===== src/logic/sweepAcqPkg.sv =====
package sweepAcqPkg;

    ////////////////////////////////////////
    // Word and threshold widths
    ////////////////////////////////////////
    localparam int DAC_WIDTH        = 10;
    localparam int WORD_WIDTH       = 16;
    localparam int PACKET_CNT_WIDTH = 16;

    // Stream markers
    localparam logic [WORD_WIDTH-1:0] HEADER_WORD = 16'h5341;
    localparam logic [WORD_WIDTH-1:0] TAIL_WORD   = 16'hFF45;
    localparam logic [3:0]            PARAM_TAG   = 4'hD;

    ////////////////////////////////////////
    // Timing and buffer sizes
    ////////////////////////////////////////
    localparam int FRAME_WORDS      = 10;
    localparam int SETTLE_CYCLES    = 32;
    localparam int FIFO_DEPTH       = 64;
    localparam int FIFO_ADDR_WIDTH  = $clog2(FIFO_DEPTH);
    localparam int FRAME_CNT_WIDTH  = $clog2(FRAME_WORDS);
    localparam int SETTLE_CNT_WIDTH = $clog2(SETTLE_CYCLES);

    typedef logic [WORD_WIDTH-1:0] dataWord_t;

    // Sweep controller states
    typedef enum logic [3:0] {
        IDLE,
        HEADER,
        PARAM,
        LOAD,
        WAIT_SETTLE,
        WAIT_FRAME,
        READ_WORD,
        STEP_DONE,
        TAIL,
        FINISH
    } sweepState_t;

endpackage


===== src/logic/acqReadIf.sv =====
`timescale 1ns/1ps

interface acqReadIf;
    logic                   readEn;
    sweepAcqPkg::dataWord_t readData;
    logic                   empty;
    logic                   frameReady;

    // Buffer side of the read path
    modport fifoSide (input readEn, output readData, output empty);

    // Frame boundary detection
    modport counterSide (output frameReady);

    // Consumer of buffered frames
    modport controlSide (output readEn, input readData, input empty, input frameReady);

endinterface


===== src/logic/acqFifo.sv =====
`timescale 1ns/1ps

module acqFifo #(
    parameter type payload_t = sweepAcqPkg::dataWord_t
) (
    input  logic     Clk,
    input  logic     reset_n,
    input  logic     writeEn,
    input  payload_t writeData,
    acqReadIf.fifoSide readPort
);

    payload_t mem [sweepAcqPkg::FIFO_DEPTH];
    payload_t readDataQ;

    logic [sweepAcqPkg::FIFO_ADDR_WIDTH-1:0] wrPtr;
    logic [sweepAcqPkg::FIFO_ADDR_WIDTH-1:0] rdPtr;
    logic [sweepAcqPkg::FIFO_ADDR_WIDTH:0]   count;
    logic full;
    logic doWrite;
    logic doRead;

    assign full    = (count == (sweepAcqPkg::FIFO_ADDR_WIDTH + 1)'(sweepAcqPkg::FIFO_DEPTH));
    assign doWrite = writeEn && !full;
    assign doRead  = readPort.readEn && !readPort.empty;

    assign readPort.empty    = (count == '0);
    assign readPort.readData = readDataQ;

    // Pointers and occupancy
    always_ff @(posedge Clk or negedge reset_n) begin
        if (!reset_n) begin
            wrPtr <= '0;
            rdPtr <= '0;
            count <= '0;
        end else begin
            if (doWrite) begin
                wrPtr <= wrPtr + 1'b1;
            end
            if (doRead) begin
                rdPtr <= rdPtr + 1'b1;
            end
            if (doWrite && !doRead) begin
                count <= count + 1'b1;
            end else if (doRead && !doWrite) begin
                count <= count - 1'b1;
            end
        end
    end

    // Storage with one cycle of read latency
    always_ff @(posedge Clk) begin
        if (doWrite) begin
            mem[wrPtr] <= writeData;
        end
        if (doRead) begin
            readDataQ <= mem[rdPtr];
        end
    end

endmodule


===== src/logic/frameCounter.sv =====
`timescale 1ns/1ps

module frameCounter (
    input  logic Clk,
    input  logic reset_n,
    input  logic wordAccepted,
    acqReadIf.counterSide readPort
);

    localparam logic [sweepAcqPkg::FRAME_CNT_WIDTH-1:0] LAST_WORD =
        sweepAcqPkg::FRAME_CNT_WIDTH'(sweepAcqPkg::FRAME_WORDS - 1);

    logic [sweepAcqPkg::FRAME_CNT_WIDTH-1:0] wordCount;
    logic frameReadyQ;

    assign readPort.frameReady = frameReadyQ;

    // Count words modulo the frame length
    always_ff @(posedge Clk or negedge reset_n) begin
        if (!reset_n) begin
            wordCount   <= '0;
            frameReadyQ <= 1'b0;
        end else begin
            frameReadyQ <= 1'b0;
            if (wordAccepted) begin
                if (wordCount == LAST_WORD) begin
                    // Full frame now sits in the FIFO
                    wordCount   <= '0;
                    frameReadyQ <= 1'b1;
                end else begin
                    wordCount <= wordCount + 1'b1;
                end
            end
        end
    end

endmodule


===== src/logic/scLoadSequencer.sv =====
`timescale 1ns/1ps

module scLoadSequencer (
    input  logic Clk,
    input  logic reset_n,
    input  logic loadRequest,
    input  logic configDone,
    output logic loadSc,
    output logic settled
);

    localparam logic [sweepAcqPkg::SETTLE_CNT_WIDTH-1:0] SETTLE_LAST =
        sweepAcqPkg::SETTLE_CNT_WIDTH'(sweepAcqPkg::SETTLE_CYCLES - 1);

    logic armed;
    logic counting;
    logic [sweepAcqPkg::SETTLE_CNT_WIDTH-1:0] settleCount;

    always_ff @(posedge Clk or negedge reset_n) begin
        if (!reset_n) begin
            loadSc      <= 1'b0;
            settled     <= 1'b0;
            armed       <= 1'b0;
            counting    <= 1'b0;
            settleCount <= '0;
        end else begin
            loadSc  <= loadRequest;
            settled <= 1'b0;

            if (loadSc) begin
                // Chip is now loading the new threshold
                armed <= 1'b1;
            end else if (armed && configDone) begin
                armed       <= 1'b0;
                counting    <= 1'b1;
                settleCount <= '0;
            end

            // Front end settle time
            if (counting) begin
                if (settleCount == SETTLE_LAST) begin
                    counting <= 1'b0;
                    settled  <= 1'b1;
                end else begin
                    settleCount <= settleCount + 1'b1;
                end
            end
        end
    end

endmodule


===== src/logic/sweepAcqControl.sv =====
`timescale 1ns/1ps

module sweepAcqControl (
    input  logic                                      Clk,
    input  logic                                      reset_n,
    input  logic                                      sweepStart,
    input  logic [sweepAcqPkg::DAC_WIDTH-1:0]         startDac,
    input  logic [sweepAcqPkg::DAC_WIDTH-1:0]         endDac,
    input  logic [sweepAcqPkg::PACKET_CNT_WIDTH-1:0]  maxPackets,
    input  logic                                      settled,
    output logic                                      loadRequest,
    output logic [sweepAcqPkg::DAC_WIDTH-1:0]         dacOut,
    output logic                                      singleAcqStart,
    output logic                                      oneDacDone,
    output logic                                      acqDone,
    output sweepAcqPkg::dataWord_t                    dataOut,
    output logic                                      dataValid,
    acqReadIf.controlSide                             readPort
);

    localparam logic [sweepAcqPkg::FRAME_CNT_WIDTH-1:0] LAST_WORD =
        sweepAcqPkg::FRAME_CNT_WIDTH'(sweepAcqPkg::FRAME_WORDS - 1);

    sweepAcqPkg::sweepState_t state;

    logic [sweepAcqPkg::DAC_WIDTH-1:0]        threshold;
    logic [sweepAcqPkg::DAC_WIDTH-1:0]        endReg;
    logic [sweepAcqPkg::PACKET_CNT_WIDTH-1:0] maxReg;
    logic [sweepAcqPkg::PACKET_CNT_WIDTH-1:0] framesLeft;
    logic [sweepAcqPkg::PACKET_CNT_WIDTH-1:0] pendingFrames;
    logic [sweepAcqPkg::FRAME_CNT_WIDTH-1:0]  wordCount;
    logic sweepStartQ;
    logic readEnReg;
    logic readValid;
    logic frameStart;

    // Slow control expects the DAC code LSB first
    function automatic logic [sweepAcqPkg::DAC_WIDTH-1:0] bitReverse(
        input logic [sweepAcqPkg::DAC_WIDTH-1:0] value
    );
        logic [sweepAcqPkg::DAC_WIDTH-1:0] result;
        for (int i = 0; i < sweepAcqPkg::DAC_WIDTH; i++) begin
            result[i] = value[sweepAcqPkg::DAC_WIDTH-1-i];
        end
        return result;
    endfunction

    assign readPort.readEn = readEnReg;
    assign frameStart = (state == sweepAcqPkg::WAIT_FRAME) && (framesLeft != '0) &&
                        (pendingFrames != '0) && !readPort.empty;

    ////////////////////////////////////////
    // Frames sitting in the FIFO
    ////////////////////////////////////////
    always_ff @(posedge Clk or negedge reset_n) begin
        if (!reset_n) begin
            pendingFrames <= '0;
        end else begin
            case ({readPort.frameReady, frameStart})
                2'b10:   pendingFrames <= pendingFrames + 1'b1;
                2'b01:   pendingFrames <= pendingFrames - 1'b1;
                default: pendingFrames <= pendingFrames;
            endcase
        end
    end

    ////////////////////////////////////////
    // Sweep FSM
    ////////////////////////////////////////
    always_ff @(posedge Clk or negedge reset_n) begin
        if (!reset_n) begin
            state          <= sweepAcqPkg::IDLE;
            threshold      <= '0;
            endReg         <= '0;
            maxReg         <= '0;
            framesLeft     <= '0;
            wordCount      <= '0;
            sweepStartQ    <= 1'b0;
            readEnReg      <= 1'b0;
            readValid      <= 1'b0;
            loadRequest    <= 1'b0;
            dacOut         <= '0;
            singleAcqStart <= 1'b0;
            oneDacDone     <= 1'b0;
            acqDone        <= 1'b0;
            dataValid      <= 1'b0;
        end else begin
            sweepStartQ <= sweepStart;
            readValid   <= readEnReg;
            loadRequest <= 1'b0;
            oneDacDone  <= 1'b0;
            acqDone     <= 1'b0;
            // FIFO data goes out the cycle after it appears
            dataValid   <= readValid;

            case (state)
                sweepAcqPkg::IDLE: begin
                    if (sweepStart && !sweepStartQ) begin
                        threshold <= startDac;
                        endReg    <= endDac;
                        maxReg    <= maxPackets;
                        state     <= sweepAcqPkg::HEADER;
                    end
                end
                sweepAcqPkg::HEADER: begin
                    dataValid <= 1'b1;
                    state     <= sweepAcqPkg::PARAM;
                end
                sweepAcqPkg::PARAM: begin
                    dataValid <= 1'b1;
                    dacOut    <= bitReverse(threshold);
                    state     <= sweepAcqPkg::LOAD;
                end
                sweepAcqPkg::LOAD: begin
                    loadRequest <= 1'b1;
                    state       <= sweepAcqPkg::WAIT_SETTLE;
                end
                sweepAcqPkg::WAIT_SETTLE: begin
                    if (settled) begin
                        singleAcqStart <= 1'b1;
                        framesLeft     <= maxReg;
                        state          <= sweepAcqPkg::WAIT_FRAME;
                    end
                end
                sweepAcqPkg::WAIT_FRAME: begin
                    if (framesLeft == '0) begin
                        state <= sweepAcqPkg::STEP_DONE;
                    end else if (frameStart) begin
                        readEnReg  <= 1'b1;
                        wordCount  <= '0;
                        framesLeft <= framesLeft - 1'b1;
                        state      <= sweepAcqPkg::READ_WORD;
                    end
                end
                sweepAcqPkg::READ_WORD: begin
                    // One read per cycle until the frame is drained
                    if (wordCount == LAST_WORD) begin
                        readEnReg <= 1'b0;
                        state     <= sweepAcqPkg::WAIT_FRAME;
                    end else begin
                        wordCount <= wordCount + 1'b1;
                    end
                end
                sweepAcqPkg::STEP_DONE: begin
                    singleAcqStart <= 1'b0;
                    oneDacDone     <= 1'b1;
                    if (threshold >= endReg) begin
                        state <= sweepAcqPkg::TAIL;
                    end else begin
                        threshold <= threshold + 1'b1;
                        state     <= sweepAcqPkg::PARAM;
                    end
                end
                sweepAcqPkg::TAIL: begin
                    dataValid <= 1'b1;
                    state     <= sweepAcqPkg::FINISH;
                end
                sweepAcqPkg::FINISH: begin
                    acqDone <= 1'b1;
                    state   <= sweepAcqPkg::IDLE;
                end
                default: state <= sweepAcqPkg::IDLE;
            endcase
        end
    end

    // Output word mux
    always_ff @(posedge Clk) begin
        if (readValid) begin
            dataOut <= readPort.readData;
        end else if (state == sweepAcqPkg::HEADER) begin
            dataOut <= sweepAcqPkg::HEADER_WORD;
        end else if (state == sweepAcqPkg::PARAM) begin
            dataOut <= {sweepAcqPkg::PARAM_TAG, 2'b00, threshold};
        end else if (state == sweepAcqPkg::TAIL) begin
            dataOut <= sweepAcqPkg::TAIL_WORD;
        end
    end

endmodule


===== src/logic/sweepAcqTop.sv =====
`timescale 1ns/1ps

module sweepAcqTop (
    input  logic                                      Clk,
    input  logic                                      reset_n,
    input  logic                                      sweepStart,
    input  logic [sweepAcqPkg::DAC_WIDTH-1:0]         startDac,
    input  logic [sweepAcqPkg::DAC_WIDTH-1:0]         endDac,
    input  logic [sweepAcqPkg::PACKET_CNT_WIDTH-1:0]  maxPackets,
    input  logic                                      configDone,
    input  logic [sweepAcqPkg::WORD_WIDTH-1:0]        parallelData,
    input  logic                                      parallelDataEn,
    output logic [sweepAcqPkg::DAC_WIDTH-1:0]         dacOut,
    output logic                                      loadSc,
    output logic                                      singleAcqStart,
    output logic                                      oneDacDone,
    output logic                                      acqDone,
    output sweepAcqPkg::dataWord_t                    dataOut,
    output logic                                      dataValid
);

    logic wordAccepted;
    logic loadRequest;
    logic settled;

    acqReadIf readBus ();

    // Only words inside an acquisition window are kept
    assign wordAccepted = parallelDataEn && singleAcqStart;

    acqFifo #(
        .payload_t (sweepAcqPkg::dataWord_t)
    ) i_acqFifo (
        .Clk       (Clk),
        .reset_n   (reset_n),
        .writeEn   (wordAccepted),
        .writeData (parallelData),
        .readPort  (readBus.fifoSide)
    );

    frameCounter i_frameCounter (
        .Clk          (Clk),
        .reset_n      (reset_n),
        .wordAccepted (wordAccepted),
        .readPort     (readBus.counterSide)
    );

    scLoadSequencer i_scLoadSequencer (
        .Clk         (Clk),
        .reset_n     (reset_n),
        .loadRequest (loadRequest),
        .configDone  (configDone),
        .loadSc      (loadSc),
        .settled     (settled)
    );

    sweepAcqControl i_sweepAcqControl (
        .Clk            (Clk),
        .reset_n        (reset_n),
        .sweepStart     (sweepStart),
        .startDac       (startDac),
        .endDac         (endDac),
        .maxPackets     (maxPackets),
        .settled        (settled),
        .loadRequest    (loadRequest),
        .dacOut         (dacOut),
        .singleAcqStart (singleAcqStart),
        .oneDacDone     (oneDacDone),
        .acqDone        (acqDone),
        .dataOut        (dataOut),
        .dataValid      (dataValid),
        .readPort       (readBus.controlSide)
    );

endmodule


===== config.mk =====
export PLATFORM = sky130hd
export DESIGN_NAME = sweepAcqTop
export DESIGN_NICKNAME = d
export VERILOG_FILES = /design/src/logic/sweepAcqPkg.sv /design/src/logic/acqReadIf.sv /design/src/logic/acqFifo.sv /design/src/logic/frameCounter.sv /design/src/logic/scLoadSequencer.sv /design/src/logic/sweepAcqControl.sv /design/src/logic/sweepAcqTop.sv
export SDC_FILE = /design/constraint.sdc
export NUM_CORES = 1
export LEC_CHECK = 0
export ABC_CLOCK_PERIOD_IN_PS = 7600
export BUFFER_PORTS_ARGS = -buffer_cell sky130_fd_sc_hd__buf_2
export CORE_MARGIN = 2
export CORE_UTILIZATION = 49
export DETAILED_ROUTE_END_ITERATION = 6
export SLEW_MARGIN = 0
export SYNTH_ARGS = -nofsm -noshare
export SYNTH_HDL_FRONTEND = slang
export SYNTH_SLANG_ARGS = --single-unit
export TNS_END_PERCENT = 1

===== constraint.sdc =====
create_clock -name Clk -period 7.6 [get_ports Clk]
set_clock_uncertainty 0.1 [all_clocks]
set_input_delay 1.14 -clock Clk [delete_from_list [all_inputs] [get_ports Clk]]
set_output_delay 1.14 -clock Clk [all_outputs]
set_load 0.01 [all_outputs]

==> results.tsv <==
metric	value	unit
Post-synth EDFFs	1056	
DIE HEIGHT	316	um
worst reg2reg path endpoint	i_sweepAcqControl.pendingFrames[12]	
Internal Power	11700	uW
Lkg Pwr	0.0174	uW
vias per inst	6.01	
Worst setup EP type	flop	
WP data arrival	5.37	ns
# IOs	88	
post-synth top area share	66.6	%
Worst Min Path Start	i_sweepAcqControl.loadRequest	
Clock Latency Late Sink	0.70	ns
ranking of synthesized cells by area	edfxtp_1 67%, mux4_2 9.8%, dfrtp_1 6.7%	
gpl congestion	0.845	
P_sw	4190	uW
Final WS setup	2.72	ns
crit-path max FO	19	
r2r setup slk	2.72	ns
Cell variety after synth	78	
Comb pwr share	16.3	%
1st-iter DRT viols	2637	
fmax	0.205	GHz
total gr overflow	0	
syn nets	2766	
final wirelength	114000	um
Crit. Startpoint	i_sweepAcqControl.framesLeft[0]	
fin area	53500	um2
Sequential Power Share	48.9	%
Max VDD drop	0.000191	V
Longest Clk Path Bufs	3	
Critical Path RT	8.10	ns
first-pass GRT wire length	169000	um
routed via count	25336	
# diodes	0	
non-filler instance count after layout	4215	
die area	99700	um2
Final Max Slew Viols	0	
Total GRT Usage	23.3	%
Chip Width	316	um
syn avg cell area	17.8	um2
hold worst-path end	i_scLoadSequencer.loadSc	
vias in the first global route	25511	
Clk pwr share	34.8	%
Placement Setup Slack	2.69	ns
final setup vio count	0	
nets	2937	
register bit count reported by yosys	1183	
Pwr per Cell Area	297	nW/um2
final hold vios	0	
clk root buf	clkbuf_16	
Post-CTS Hold Fix Bufs	0	
Final Cycle Share	64.2	%
Synth async-reset ratio	10.7	%
Sw Share	26.4	%
Layout area overhead	12.3	%
measured slew at the worst slew-check pin	1.31	ns
worst rel slew slack	12.6	%
status	finished clean	
largest net degree at the start of global routing	79	
Setup Total Neg Slack	0	ns
Synth area leader	edfxtp_1	
Worst setup SP type	flop	
type of the tightest min-delay check	reg2reg	
first-pass detailed-route iteration total	5	
max_cap viols	0	
Buffers on Ports	87	
Detail Placement HPWL	66500	um
DRC violations left	0	
Core Util, Final	55.5	%
Setup Buffers After CTS	0	
Ys Warns	0	
TritonCTS clock tree	built	
synthesized area	47600	um2
WHS Path Cells	0	
Crit Reg-Reg Startpoint	i_sweepAcqControl.framesLeft[0]	
Final min period	4.88	ns
dpl cells	3994	
row count	114	
Reg clk slew, reported paths	0.06	ns
ys flop type	edfxtp_1	
fraction of layout cells with a size suffix above 1	20.7	%
CTS buffer count	119	
Core ar.	96400	um2
initial antenna violation count	4	
RSZ-0062 raised after global routing	false	
post-route antenna net violation count	0	
sequential share of the synthesized area	73.3	%
WL/cell	27.2	um
Resized cells post-CTS	0	
Initial Utilization	49.4	%
Mapped Cells	2668	
Clock Sinks	1183	
H-tree Lvls	3	
CP Class	reg2reg	
placed standard-cell area	49800	um2
worst reg2reg path depth	14	
==> power groups by stage <==
stage               clock (uW)  combinational [uW]  sequential [uW]
floorplan                    0                1930             7760
global placement             0                2550             7870
detailed placement           0                2610             7890
CTS                       5620                2620             7750
global route              5870                2840             7790
finish                    5520                2590             7750
==> cells in the final DEF, fill, tap and decap left out, types with 32 or more instances in the layout <==
cell          n
ha_1         39
inv_1        35
buf_4       103
nor2_1      118
mux4_2      208
clkbuf_1     39
nand3_1      32
dfrtp_1     122
edfxtp_1   1056
a21oi_1      80
mux2i_1     159
buf_2        86
clkbuf_16   119
o22ai_1      34
o21ai_0     125
nand2_1     172
==> worst max-delay path by stage <==
stage,endpoint,slack (ns),depth (start not counted)
floorplan,i_sweepAcqControl.pendingFrames[12],3.30,16
global placement,i_sweepAcqControl.pendingFrames[12],2.79,14
detailed placement,i_sweepAcqControl.pendingFrames[12],2.69,14
CTS,i_sweepAcqControl.pendingFrames[12],2.69,14
global route,i_sweepAcqControl.pendingFrames[13],2.40,14
finish,i_sweepAcqControl.pendingFrames[12],2.72,14
==> cells in the mapped netlist, types with 9 or more instances <==
master and n:
o21ai_0 125, o21ai_2 11, nor2b_1 15, nand2_1 172
o22ai_1 34, nand3_1 33, a31oi_1 13, buf_1 17
ha_1 39, nor2_1 118, nor3_1 25, clkbuf_1 74
edfxtp_1 1056, mux4_2 208, xnor2_1 21, inv_1 35
buf_2 34, o221ai_1 26, xor2_1 12, a21o_1 16
mux2i_1 159, a211oi_1 29, mux2_2 15, a21oi_1 80
dfrtp_1 127, nand2b_1 15, buf_4 14, o21bai_1 9
==> cell families (layout without fill, tap and decap cells) <==
logic type | Yosys count | count (layout) | share of synthesized area [%]
AO/OA/AOI/OAI | 415 | 415 | 5.59
XOR/XNOR | 33 | 33 | 0.607
adder cells (fa/ha/maj) | 41 | 41 | 1.11
buffers and inverters | 178 | 449 | 1.67
flip-flops | 1183 | 1183 | 73.3
multiplexers | 382 | 382 | 13.5
AND/OR/NAND/NOR | 436 | 436 | 4.21
==> registers in the layout, summed over array words and instances, names as in the netlist, 16 cells and up <==
register / cells
i_sweepAcqControl.dataOut: 16
i_sweepAcqControl.framesLeft: 16
i_acqFifo.mem: 1024
i_sweepAcqControl.maxReg: 16
i_acqFifo.readPort.readData: 16
i_sweepAcqControl.pendingFrames: 16
==> layout make-up <==
type,count,area (um2)
tap,1276,1600
fill,7456,42900
timing repair buffer,192,1250
multi-input combinational,1307,11900
clock inverter,54,399
clock buffer,167,3250
inverter,36,135
sequential,1183,34900
==> metal layers <==
layer,track usage (%),wire (um),share of wire [%],vias up
met5,0,13,0.011,-
met4,6.99,2860,2.5,2
met3,3.44,7570,6.6,176
met2,36.7,54400,47,941
met1,34.1,49700,43,13211
li1,-,-,-,11006
==> through the flow <==
stage | power (uW) | hold WS, ns
finish | 15900 | 0.259
global route | 16500 | 0.273
CTS | 16000 | 0.260
detailed placement | 10500 | 0.246
global placement | 10400 | 0.246
floorplan | 9680 | 0.231
==> critical path: stages (launching register included) <==
cell and delay (ns):
dfrtp_1 0.41, inv_1 0.07, ha_1 0.16, or3b_4 0.40
or4_1 0.56, or3_4 0.43, and3_1 0.28, ha_1 0.49
fa_1 0.55, a211oi_1 0.29, o21bai_1 0.16, o2111ai_1 0.31
a21boi_0 0.16, o21a_1 0.19, o31ai_1 0.21
Power figures use the tool's default switching activity.
